File: src/vmsu_pkg.sv
// Operand and product widths, mode encoding and pipeline stage structs
`default_nettype none

package vmsu_pkg;

    localparam int OPERAND_W = 8;
    localparam int PRODUCT_W = 2 * OPERAND_W;

    typedef logic [OPERAND_W-1:0] operand_t;
    typedef logic [PRODUCT_W-1:0] product_t;

    // Values of the control input
    localparam logic MODE_UNSIGNED = 1'b0;
    localparam logic MODE_SIGNED = 1'b1;

    // Raw operands as sampled by the input register
    typedef struct packed {
        operand_t a;
        operand_t b;
        logic     is_signed;
    } operands_t;

    // Operand magnitudes plus the sign of each original operand
    typedef struct packed {
        operand_t mag_a;
        operand_t mag_b;
        logic     neg_a;
        logic     neg_b;
    } magnitudes_t;

    // Unsigned product and whether it must be negated
    typedef struct packed {
        product_t mag;
        logic     negate;
    } signed_product_t;

endpackage

`default_nettype wire

File: src/vmsu_cla.sv
// Width-parameterized carry-lookahead adder
`timescale 1ns/1ns
`default_nettype none

module vmsu_cla #(
    parameter int WIDTH = 8
) (
    input  logic [WIDTH-1:0] a,
    input  logic [WIDTH-1:0] b,
    input  logic             cin,
    output logic [WIDTH-1:0] sum,
    output logic             cout
);

    logic [WIDTH-1:0] prop;
    logic [WIDTH-1:0] gen;
    logic [WIDTH:0]   carry;

    assign prop = a ^ b;
    assign gen  = a & b;

    // Each carry is built from generate/propagate terms and cin only
    always_comb begin
        logic c_next;
        logic run;
        carry[0] = cin;
        for (int i = 0; i < WIDTH; i++) begin
            c_next = gen[i];
            run    = prop[i];
            for (int j = i - 1; j >= 0; j--) begin
                c_next = c_next | (run & gen[j]);
                run    = run & prop[j];
            end
            carry[i+1] = c_next | (run & cin);
        end
    end

    assign sum  = prop ^ carry[WIDTH-1:0];
    assign cout = carry[WIDTH];

endmodule

`default_nettype wire

File: src/vmsu_vedic_mult.sv
// Recursive Vedic unsigned multiplier with a 2-bit half-adder base case
`timescale 1ns/1ns
`default_nettype none

module vmsu_vedic_mult #(
    parameter int WIDTH = 8
) (
    input  logic [WIDTH-1:0]   a,
    input  logic [WIDTH-1:0]   b,
    output logic [2*WIDTH-1:0] p
);

    generate
        if (WIDTH == 2) begin : g_base
            logic [2:0] pp;
            logic       ha_carry;

            // Partial products a0b1, a1b0, a1b1
            assign pp[0] = a[0] & b[1];
            assign pp[1] = a[1] & b[0];
            assign pp[2] = a[1] & b[1];

            assign p[0]     = a[0] & b[0];
            assign p[1]     = pp[0] ^ pp[1];
            assign ha_carry = pp[0] & pp[1];
            assign p[2]     = pp[2] ^ ha_carry;
            assign p[3]     = pp[2] & ha_carry;
        end else begin : g_split
            localparam int HALF = WIDTH / 2;

            logic [WIDTH-1:0] prod_ll;
            logic [WIDTH-1:0] prod_lh;
            logic [WIDTH-1:0] prod_hl;
            logic [WIDTH-1:0] prod_hh;
            logic [WIDTH-1:0] mid_sum;
            logic [WIDTH-1:0] low_sum;
            logic             mid_carry;
            logic             low_carry;
            logic             top_in_carry;

            vmsu_vedic_mult #(.WIDTH(HALF)) i_mult_ll (
                .a(a[HALF-1:0]),
                .b(b[HALF-1:0]),
                .p(prod_ll)
            );
            vmsu_vedic_mult #(.WIDTH(HALF)) i_mult_lh (
                .a(a[HALF-1:0]),
                .b(b[WIDTH-1:HALF]),
                .p(prod_lh)
            );
            vmsu_vedic_mult #(.WIDTH(HALF)) i_mult_hl (
                .a(a[WIDTH-1:HALF]),
                .b(b[HALF-1:0]),
                .p(prod_hl)
            );
            vmsu_vedic_mult #(.WIDTH(HALF)) i_mult_hh (
                .a(a[WIDTH-1:HALF]),
                .b(b[WIDTH-1:HALF]),
                .p(prod_hh)
            );

            // Cross terms
            vmsu_cla #(.WIDTH(WIDTH)) i_cla_mid (
                .a(prod_lh),
                .b(prod_hl),
                .cin(1'b0),
                .sum(mid_sum),
                .cout(mid_carry)
            );

            // Fold in the upper half of the low product
            vmsu_cla #(.WIDTH(WIDTH)) i_cla_low (
                .a(mid_sum),
                .b({{HALF{1'b0}}, prod_ll[WIDTH-1:HALF]}),
                .cin(1'b0),
                .sum(low_sum),
                .cout(low_carry)
            );

            assign top_in_carry = mid_carry | low_carry;

            // Top half never overflows, so its carry out is left open
            vmsu_cla #(.WIDTH(WIDTH)) i_cla_top (
                .a(prod_hh),
                .b({{(HALF-1){1'b0}}, top_in_carry, low_sum[WIDTH-1:HALF]}),
                .cin(1'b0),
                .sum(p[2*WIDTH-1:WIDTH]),
                .cout()
            );

            assign p[HALF-1:0]     = prod_ll[HALF-1:0];
            assign p[WIDTH-1:HALF] = low_sum[HALF-1:0];
        end
    endgenerate

endmodule

`default_nettype wire

File: src/vmsu_sign_stage.sv
// Signed-mode operand magnitude conversion and its pipeline register
`timescale 1ns/1ns
`default_nettype none

module vmsu_sign_stage import vmsu_pkg::*; (
    input  logic        clk,
    input  logic        rst,
    input  operands_t   ops,
    output magnitudes_t mags
);

    // Or-chain two's complement flips every bit above the lowest set one
    function automatic operand_t twos_comp(operand_t v);
        operand_t r;
        logic     seen;
        seen = 1'b0;
        for (int i = 0; i < OPERAND_W; i++) begin
            r[i] = v[i] ^ seen;
            seen = seen | v[i];
        end
        return r;
    endfunction

    logic neg_a;
    logic neg_b;

    assign neg_a = (ops.is_signed == MODE_SIGNED) && ops.a[OPERAND_W-1];
    assign neg_b = (ops.is_signed == MODE_SIGNED) && ops.b[OPERAND_W-1];

    always_ff @(posedge clk or posedge rst) begin
        if (rst) begin
            mags <= '0;
        end else begin
            mags.mag_a <= neg_a ? twos_comp(ops.a) : ops.a;
            mags.mag_b <= neg_b ? twos_comp(ops.b) : ops.b;
            mags.neg_a <= neg_a;
            mags.neg_b <= neg_b;
        end
    end

    // Unsigned operands pass through unchanged and never flagged negative
    a_no_neg_unsigned: assert property (
        @(posedge clk) disable iff (rst)
        ops.is_signed == MODE_UNSIGNED |=> !mags.neg_a && !mags.neg_b
            && mags.mag_a == $past(ops.a) && mags.mag_b == $past(ops.b)
    );

    // In signed mode a flagged magnitude negates back to the sampled operand
    a_mag_negates_back: assert property (
        @(posedge clk) disable iff (rst)
        ops.is_signed == MODE_SIGNED |=>
            (!mags.neg_a || operand_t'(mags.mag_a + $past(ops.a)) == '0) &&
            (!mags.neg_b || operand_t'(mags.mag_b + $past(ops.b)) == '0)
    );

endmodule

`default_nettype wire

File: src/vmsu_product_stage.sv
// Magnitude multiply and the product pipeline register
`timescale 1ns/1ns
`default_nettype none

module vmsu_product_stage import vmsu_pkg::*; (
    input  logic            clk,
    input  logic            rst,
    input  magnitudes_t     mags,
    output signed_product_t prod
);

    product_t mult_p;

    vmsu_vedic_mult #(.WIDTH(OPERAND_W)) i_vedic_mult (
        .a(mags.mag_a),
        .b(mags.mag_b),
        .p(mult_p)
    );

    always_ff @(posedge clk or posedge rst) begin
        if (rst) begin
            prod <= '0;
        end else begin
            prod.mag    <= mult_p;
            // Result is negative when exactly one operand was
            prod.negate <= mags.neg_a ^ mags.neg_b;
        end
    end

endmodule

`default_nettype wire

File: src/vmsu_sign_restore.sv
// Conditional product negation and the output register
`timescale 1ns/1ns
`default_nettype none

module vmsu_sign_restore import vmsu_pkg::*; (
    input  logic            clk,
    input  logic            rst,
    input  signed_product_t prod,
    output product_t        p
);

    // Or-chain two's complement over the full product width
    function automatic product_t twos_comp(product_t v);
        product_t r;
        logic     seen;
        seen = 1'b0;
        for (int i = 0; i < PRODUCT_W; i++) begin
            r[i] = v[i] ^ seen;
            seen = seen | v[i];
        end
        return r;
    endfunction

    always_ff @(posedge clk or posedge rst) begin
        if (rst) begin
            p <= '0;
        end else begin
            p <= prod.negate ? twos_comp(prod.mag) : prod.mag;
        end
    end

    // Whole pipeline must deliver clean products out of reset
    a_p_known: assert property (
        @(posedge clk) disable iff (rst)
        !$isunknown(p)
    );

endmodule

`default_nettype wire

File: src/vmsu_top.sv
// Multiplier top level with input register and the three pipeline stages
`timescale 1ns/1ns
`default_nettype none

module vmsu_top import vmsu_pkg::*; (
    input  logic     clk,
    input  logic     rst,
    input  operand_t a,
    input  operand_t b,
    input  logic     control,
    output product_t p
);

    operands_t       ops_q;
    magnitudes_t     mags;
    signed_product_t prod;

    // Operands sampled every clock
    always_ff @(posedge clk or posedge rst) begin
        if (rst) begin
            ops_q <= '0;
        end else begin
            ops_q.a         <= a;
            ops_q.b         <= b;
            ops_q.is_signed <= control;
        end
    end

    vmsu_sign_stage i_sign_stage (
        .clk(clk),
        .rst(rst),
        .ops(ops_q),
        .mags(mags)
    );

    vmsu_product_stage i_product_stage (
        .clk(clk),
        .rst(rst),
        .mags(mags),
        .prod(prod)
    );

    vmsu_sign_restore i_sign_restore (
        .clk(clk),
        .rst(rst),
        .prod(prod),
        .p(p)
    );

endmodule

`default_nettype wire

File: config.mk
export PLATFORM = sky130hd
export DESIGN_NAME = vmsu_top
export DESIGN_NICKNAME = d
export VERILOG_FILES = /design/src/vmsu_pkg.sv /design/src/vmsu_cla.sv /design/src/vmsu_vedic_mult.sv /design/src/vmsu_sign_stage.sv /design/src/vmsu_product_stage.sv /design/src/vmsu_sign_restore.sv /design/src/vmsu_top.sv
export SDC_FILE = /design/constraint.sdc
export NUM_CORES = 1
export LEC_CHECK = 0
export BUFFER_PORTS_ARGS = -buffer_cell sky130_fd_sc_hd__buf_4
export CORE_ASPECT_RATIO = 0.7
export CORE_UTILIZATION = 60
export DETAILED_ROUTE_END_ITERATION = 10
export PLACE_DENSITY_LB_ADDON = 0.2
export SLEW_MARGIN = 20
export SYNTH_ARGS = -nofsm -noshare
export SYNTH_HDL_FRONTEND = slang
export SYNTH_HIERARCHICAL = 1
export SYNTH_SLANG_ARGS = --single-unit
File: constraint.sdc
create_clock -name clk -period 13.9 [get_ports clk]
set_clock_uncertainty 0.2 [all_clocks]
set_input_delay 0.695 -clock clk [delete_from_list [all_inputs] [get_ports clk]]
set_output_delay 0.695 -clock clk [all_outputs]
set_load 0.05 [all_outputs]
==> results of run 1 <==
## registers in the layout, indices dropped and copies added, names as in the netlist
| register | count |
|---|---|
| i_sign_stage/mags | 18 |
| i_product_stage/prod | 17 |
| ops_q | 17 |
| i_sign_restore/p | 16 |
## stage by stage
step                cell area [µm²]  hold WS, ns
global placement               6430        0.160
CTS                            6770        0.176
finish                         6770        0.174
global route                   6770        0.187
detailed placement             6430        0.165
floorplan                      6040        0.154
## worst reg2reg max path: stages (launching register included)
cell and delay [ns]:
dfrtp_1 0.48, and2_1 0.22, ha_1 0.17, ha_1 0.29
ha_1 0.34, xnor2_1 0.17, ha_1 0.35, a21o_1 0.19
a31o_1 0.21, xor2_1 0.15, ha_1 0.34, xor2_1 0.19
ha_1 0.24, o41ai_1 0.43, xnor2_1 0.11, ha_1 0.34
and3_1 0.16, a221o_1 0.33, a21o_1 0.18, or2_1 0.25
ha_1 0.34, and3_1 0.20, a221o_1 0.31, xor2_1 0.15
## layer usage
metal  share of wire [%]  up-vias
li1                    -     2041
met1                  44     1918
met2                  49       92
met3                 4.7       24
met4                 2.1        0
met5                   0        -
## area by class of cell
class	count	share of cell area, %
tap	124	2.29
clock buffer	13	3.99
sequential	68	25.1
inverter	44	2.44
timing repair buffer	34	3.77
multi-input combinational	484	61.4
clock inverter	3	0.998
## path summary, 6_finish.rpt
| kind | start | endpoint | slack [ns] |
|---|---|---|---|
| worst min-delay path | ops_q[9]$_DFF_PP0_ | i_sign_stage/mags[10]$_DFF_PP0_ | 0.17 |
| worst max register to register | i_sign_stage/mags[9]$_DFF_PP0_ | i_product_stage/prod[16]$_DFF_PP0_ | 7.43 |
| worst min register to register | ops_q[9]$_DFF_PP0_ | i_sign_stage/mags[10]$_DFF_PP0_ | 0.17 |
| min in group asynchronous | rst | ops_q[1]$_DFF_PP0_ | 0.26 |
| max in group asynchronous | rst | i_sign_stage/mags[15]$_DFF_PP0_ | 12.80 |
| worst max-delay path | i_sign_stage/mags[9]$_DFF_PP0_ | i_product_stage/prod[16]$_DFF_PP0_ | 7.43 |
## layout by cell type, fill, tap and decap left out, drive strengths merged, types with 5 or more instances in the layout
cell type and instances:
mux2 12, a21o 35, xnor2 22, or2 5
ha 133, inv 44, nand2 19, a31o 11
nor2 14, conb 50, xor2 34, nand3 6
a21oi 20, dfrtp 68, o21ai 18, fa 15
and2 64, clkbuf 13, buf 34
==> run summary, run 1 <==
status: finished clean
Post-Syn Instances: 554
GR Layer Usage met3: 6.45%
area delta synth->final: 15.2%
fin cells: 770
met2 Usage GRT: 44.2%
post-CTS setup buffers: 0
TritonCTS clock tree: built
Iter 0 DRT Violations: 154
# rows: 29
vias: 4075
clk sinks: 68
core box area: 9290 µm²
nets@finish: 808
Initial Utilization: 63.3%
RSZ-0062 raised after global routing: false
Seq. cell area: 1700 µm²
critical path class: flip-flop to flip-flop
mapped cell area: 5880 µm²
TritonCTS Buffers: 9
Slew HR: 48.4%
startpoint types: flip-flop
CTS Buffer Depth: 2
fillers: 712
WP depth: 23
Tightest Hold Check Type: flip-flop to flip-flop
Routed Antenna Nets: 0
crit share post-route: 46.6%
Most common cell on crit path: ha_1
Fin. Hold Viols: 0
vias in the first global route: 4358
Worst Setup End Kind: flip-flop
utilization after layout: 72.9%
met1 usage: 28.9%
Cells after DPL: 754
cts hold-fix bufs: 0
Placer Congestion: 0.863
Die X: 120 µm
hold depth: 0
critical path's top delay family: adder cells
H-tree lvl count: 3
average wire per standard cell: 14.5 µm
grt total ovfl: 0
Final setup viols: 0
crit-path max FO: 8
PnR worst setup slack: 7.43 ns
share of cells above drive strength 1: 11.3%
number of antenna cells inserted: 0
Worst-Margin Slew: 0.774 ns
Worst path max stage delay: 0.48 ns
CTS clk-pin slew, worst paths: 0.05 ns
WP data arrival: 6.48 ns
post-detailed-route DRC marker count: 0
Sum Neg Setup Slack: 0 ns
Top Ports: 35
DR pass1 iterations: 4
dpl ws: 7.47 ns
first-pass GRT wire length: 19300 µm
Fmax: 0.155 GHz
clock root cell: clkbuf_16
PortBufs: 34
Buf+Inv Stages, Crit Path: 0
worst r2r path cells: 23
Worst Path Required: 13.91 ns
vias per inst: 5.29
Multi-input gate area: 4150 µm²
Die ar.: 10200 µm²
drt total wl: 11200 µm
yosys warns: 6
Slowest-stage cell, CP: dfrtp_1
Max Cap Viol: 0
Clock Latency Late Sink: 0.33 ns
pin count of the biggest net entering global routing: 30
Syn Area/Cell: 10.6 µm²
worst path cell trace: and2_1 > ha_1 > ha_1 > ha_1 > xnor2_1 > ha_1 > a21o_1 > a31o_1 > xor2_1 > ha_1 > xor2_1 > ha_1 > o41ai_1 > xnor2_1 > ha_1 > and3_1 > a221o_1 > a21o_1 > or2_1 > ha_1 > and3_1 > a221o_1 > xor2_1
Slew Viols, Final: 0
Post-CTS Resized: 0
GRT Max-Usage Layer: met2
Die Y: 84.8 µm
post-DP HPWL: 9460 µm
initial antenna violation count: 0
post-layout min period: 6.47 ns
All-Layer GR Usage: 24.7%
Power of run 1 is not shown: default switching activity piles up to over one toggle a cycle in this logic, so the estimate is an artifact.
==> run 2: changes to the inputs <==
--- a/config.mk
+++ b/config.mk
@@ -7,7 +7,7 @@
 export LEC_CHECK = 0
 export BUFFER_PORTS_ARGS = -buffer_cell sky130_fd_sc_hd__buf_4
 export CORE_ASPECT_RATIO = 0.7
-export CORE_UTILIZATION = 60
+export CORE_UTILIZATION = 56
 export DETAILED_ROUTE_END_ITERATION = 10
 export PLACE_DENSITY_LB_ADDON = 0.2
 export SLEW_MARGIN = 20
==> constraint.sdc (replaced) <==
create_clock -name clk -period 5.4 [get_ports clk]
set_clock_uncertainty 0.2 [all_clocks]
set_input_delay 0.27 -clock clk [delete_from_list [all_inputs] [get_ports clk]]
set_output_delay 0.27 -clock clk [all_outputs]
set_load 0.05 [all_outputs]
==> run summary, run 2 (synthesis results as in run 1) <==
Worst path max stage delay: 0.42 ns
H-tree lvl count: 3
initial antenna violation count: 0
failing checks: negative setup slack
Most common cell on crit path: xor2_1
TritonCTS Buffers: 9
first-pass GRT wire length: 21800 µm
vias in the first global route: 4899
number of antenna cells inserted: 0
post-layout min period: 5.93 ns
crit share post-route: 110%
Fmax: 0.169 GHz
Top Ports: 35
post-detailed-route DRC marker count: 0
max FFs per register: 18
Initial Utilization: 59.1%
Worst Setup End Kind: flip-flop
Worst-Margin Slew: 0.778 ns
Max Cap Viol: 0
Iter 0 DRT Violations: 99
clock root cell: clkbuf_16
drt total wl: 13200 µm
Die Y: 87.7 µm
critical path class: flip-flop to flip-flop
Slew Viols, Final: 0
startpoint types: flip-flop
Biggest register: i_sign_stage/mags
area delta synth->final: 35.4%
RSZ-0062 raised after global routing: true
core box area: 9950 µm²
# rows: 30
Final setup viols: 6
Placer Congestion: 0.850
Slew HR: 48.2%
All-Layer GR Usage: 25.4%
share of cells above drive strength 1: 29.0%
CTS Buffer Depth: 2
clk sinks: 68
Worst Path Required: 5.42 ns
fillers: 589
TritonCTS clock tree: built
Slowest-stage cell, CP: dfrtp_1
Largest regs: i_sign_stage/mags (18), i_product_stage/prod (17), ops_q (17)
vias: 4483
Routed Antenna Nets: 0
PnR worst setup slack: -0.531 ns
average wire per standard cell: 15.2 µm
Die ar.: 10900 µm²
Die X: 124 µm
crit-path max FO: 4
status: finished with violations
Fin. Hold Viols: 0
DR pass1 iterations: 4
WP data arrival: 5.95 ns
pin count of the biggest net entering global routing: 30
Tightest Hold Check Type: flip-flop to flip-flop
PortBufs: 34
Sum Neg Setup Slack: -2.22 ns
post-DP HPWL: 9900 µm
nets@finish: 904
leading cell types in the layout, fill and taps excluded: ha_1 (108), buf_4 (108), dfrtp_1 (66), and2_1 (53), conb_1 (50)
Clock Latency Late Sink: 0.34 ns
vias per inst: 5.15
grt total ovfl: 0
utilization after layout: 80.0%
CTS clk-pin slew, worst paths: 0.06 ns
==> run 2: changes by cell type in the layout (fill, tap and decap cells not counted), moves of 7 or more <==
cell / change
buf_4: +74
ha_1: -25
ha_4: +21
dlygate4sd3_1: +18
and2_1: -11
and2_4: +11
a21oi_1: -7
==> run 2: routing by layer <==
metal | up-vias | GRT usage, % | wire length, µm
met4 | 0 | 8.65 | 262
met1 | 2165 | 27.2 | 5500
met5 | - | 0 | 0
li1 | 2226 | - | -
met3 | 21 | 4.64 | 299
met2 | 71 | 50.9 | 7190
==> run 2: repair_timing <==
item | in CTS | in global routing
pin swaps | 33 | 26
hold endpoints to repair | 85 | 0
setup endpoints to repair | 7 | 8
hold buffers | 18 | 0
buffers inserted | 6 | 5
resized for setup | 30 | 17
==> run 2: path summary, 6_finish.rpt <==
check | endpoint | depth (start not counted) | start | slack, ns
setup reg to reg | i_product_stage/prod[16]$_DFF_PP0_ | 25 | i_sign_stage/mags[13]$_DFF_PP0_ | -0.53
max in group asynchronous | i_sign_stage/mags[10]$_DFF_PP0_ | 3 | rst | 4.08
min in group asynchronous | ops_q[10]$_DFF_PP0_ | 3 | rst | 0.41
hold reg to reg | i_sign_stage/mags[2]$_DFF_PP0_ | 0 | ops_q[1]$_DFF_PP0_ | 0.17
hold / removal | i_sign_stage/mags[2]$_DFF_PP0_ | 0 | ops_q[1]$_DFF_PP0_ | 0.17
setup / recovery | i_product_stage/prod[16]$_DFF_PP0_ | 25 | i_sign_stage/mags[13]$_DFF_PP0_ | -0.53
==> run 2: through the flow <==
stage,setup WS [ns],cells,cell area [µm²],hold slack [ns]
2_1_floorplan,-0.296,599,6280,-0.0163
3_3_place_gp,-0.489,825,7170,0.163
3_5_place_dp,-0.576,825,7170,0.163
4_1_cts,-0.474,865,7830,0.171
5_1_grt,-0.685,870,7960,0.197
6_report,-0.531,870,7960,0.167
==> run 2: cell type report <==
| cell class | count | area (µm²) | area share, % |
|---|---|---|---|
| clock inverters | 5 | 52.6 | 0.660 |
| clock buffers | 11 | 233 | 2.92 |
| inverters | 44 | 165 | 2.08 |
| well taps | 128 | 160 | 2.01 |
| flip-flops and latches | 68 | 1700 | 21.4 |
| repair buffers | 130 | 1040 | 13.0 |
| multi-input cells | 484 | 4610 | 57.9 |
==> run 2: worst max-delay path: cells and delay by family, from the launching register on <==
family,cells,cell delay [ns]
adders and majority gates,8,2.20
xor gates and xnor gates,5,0.78
AOI/OAI and AO/OA,6,1.31
and+or+nand+nor,6,0.89
DFF,1,0.42
Power of run 2 is left out for the same reason.
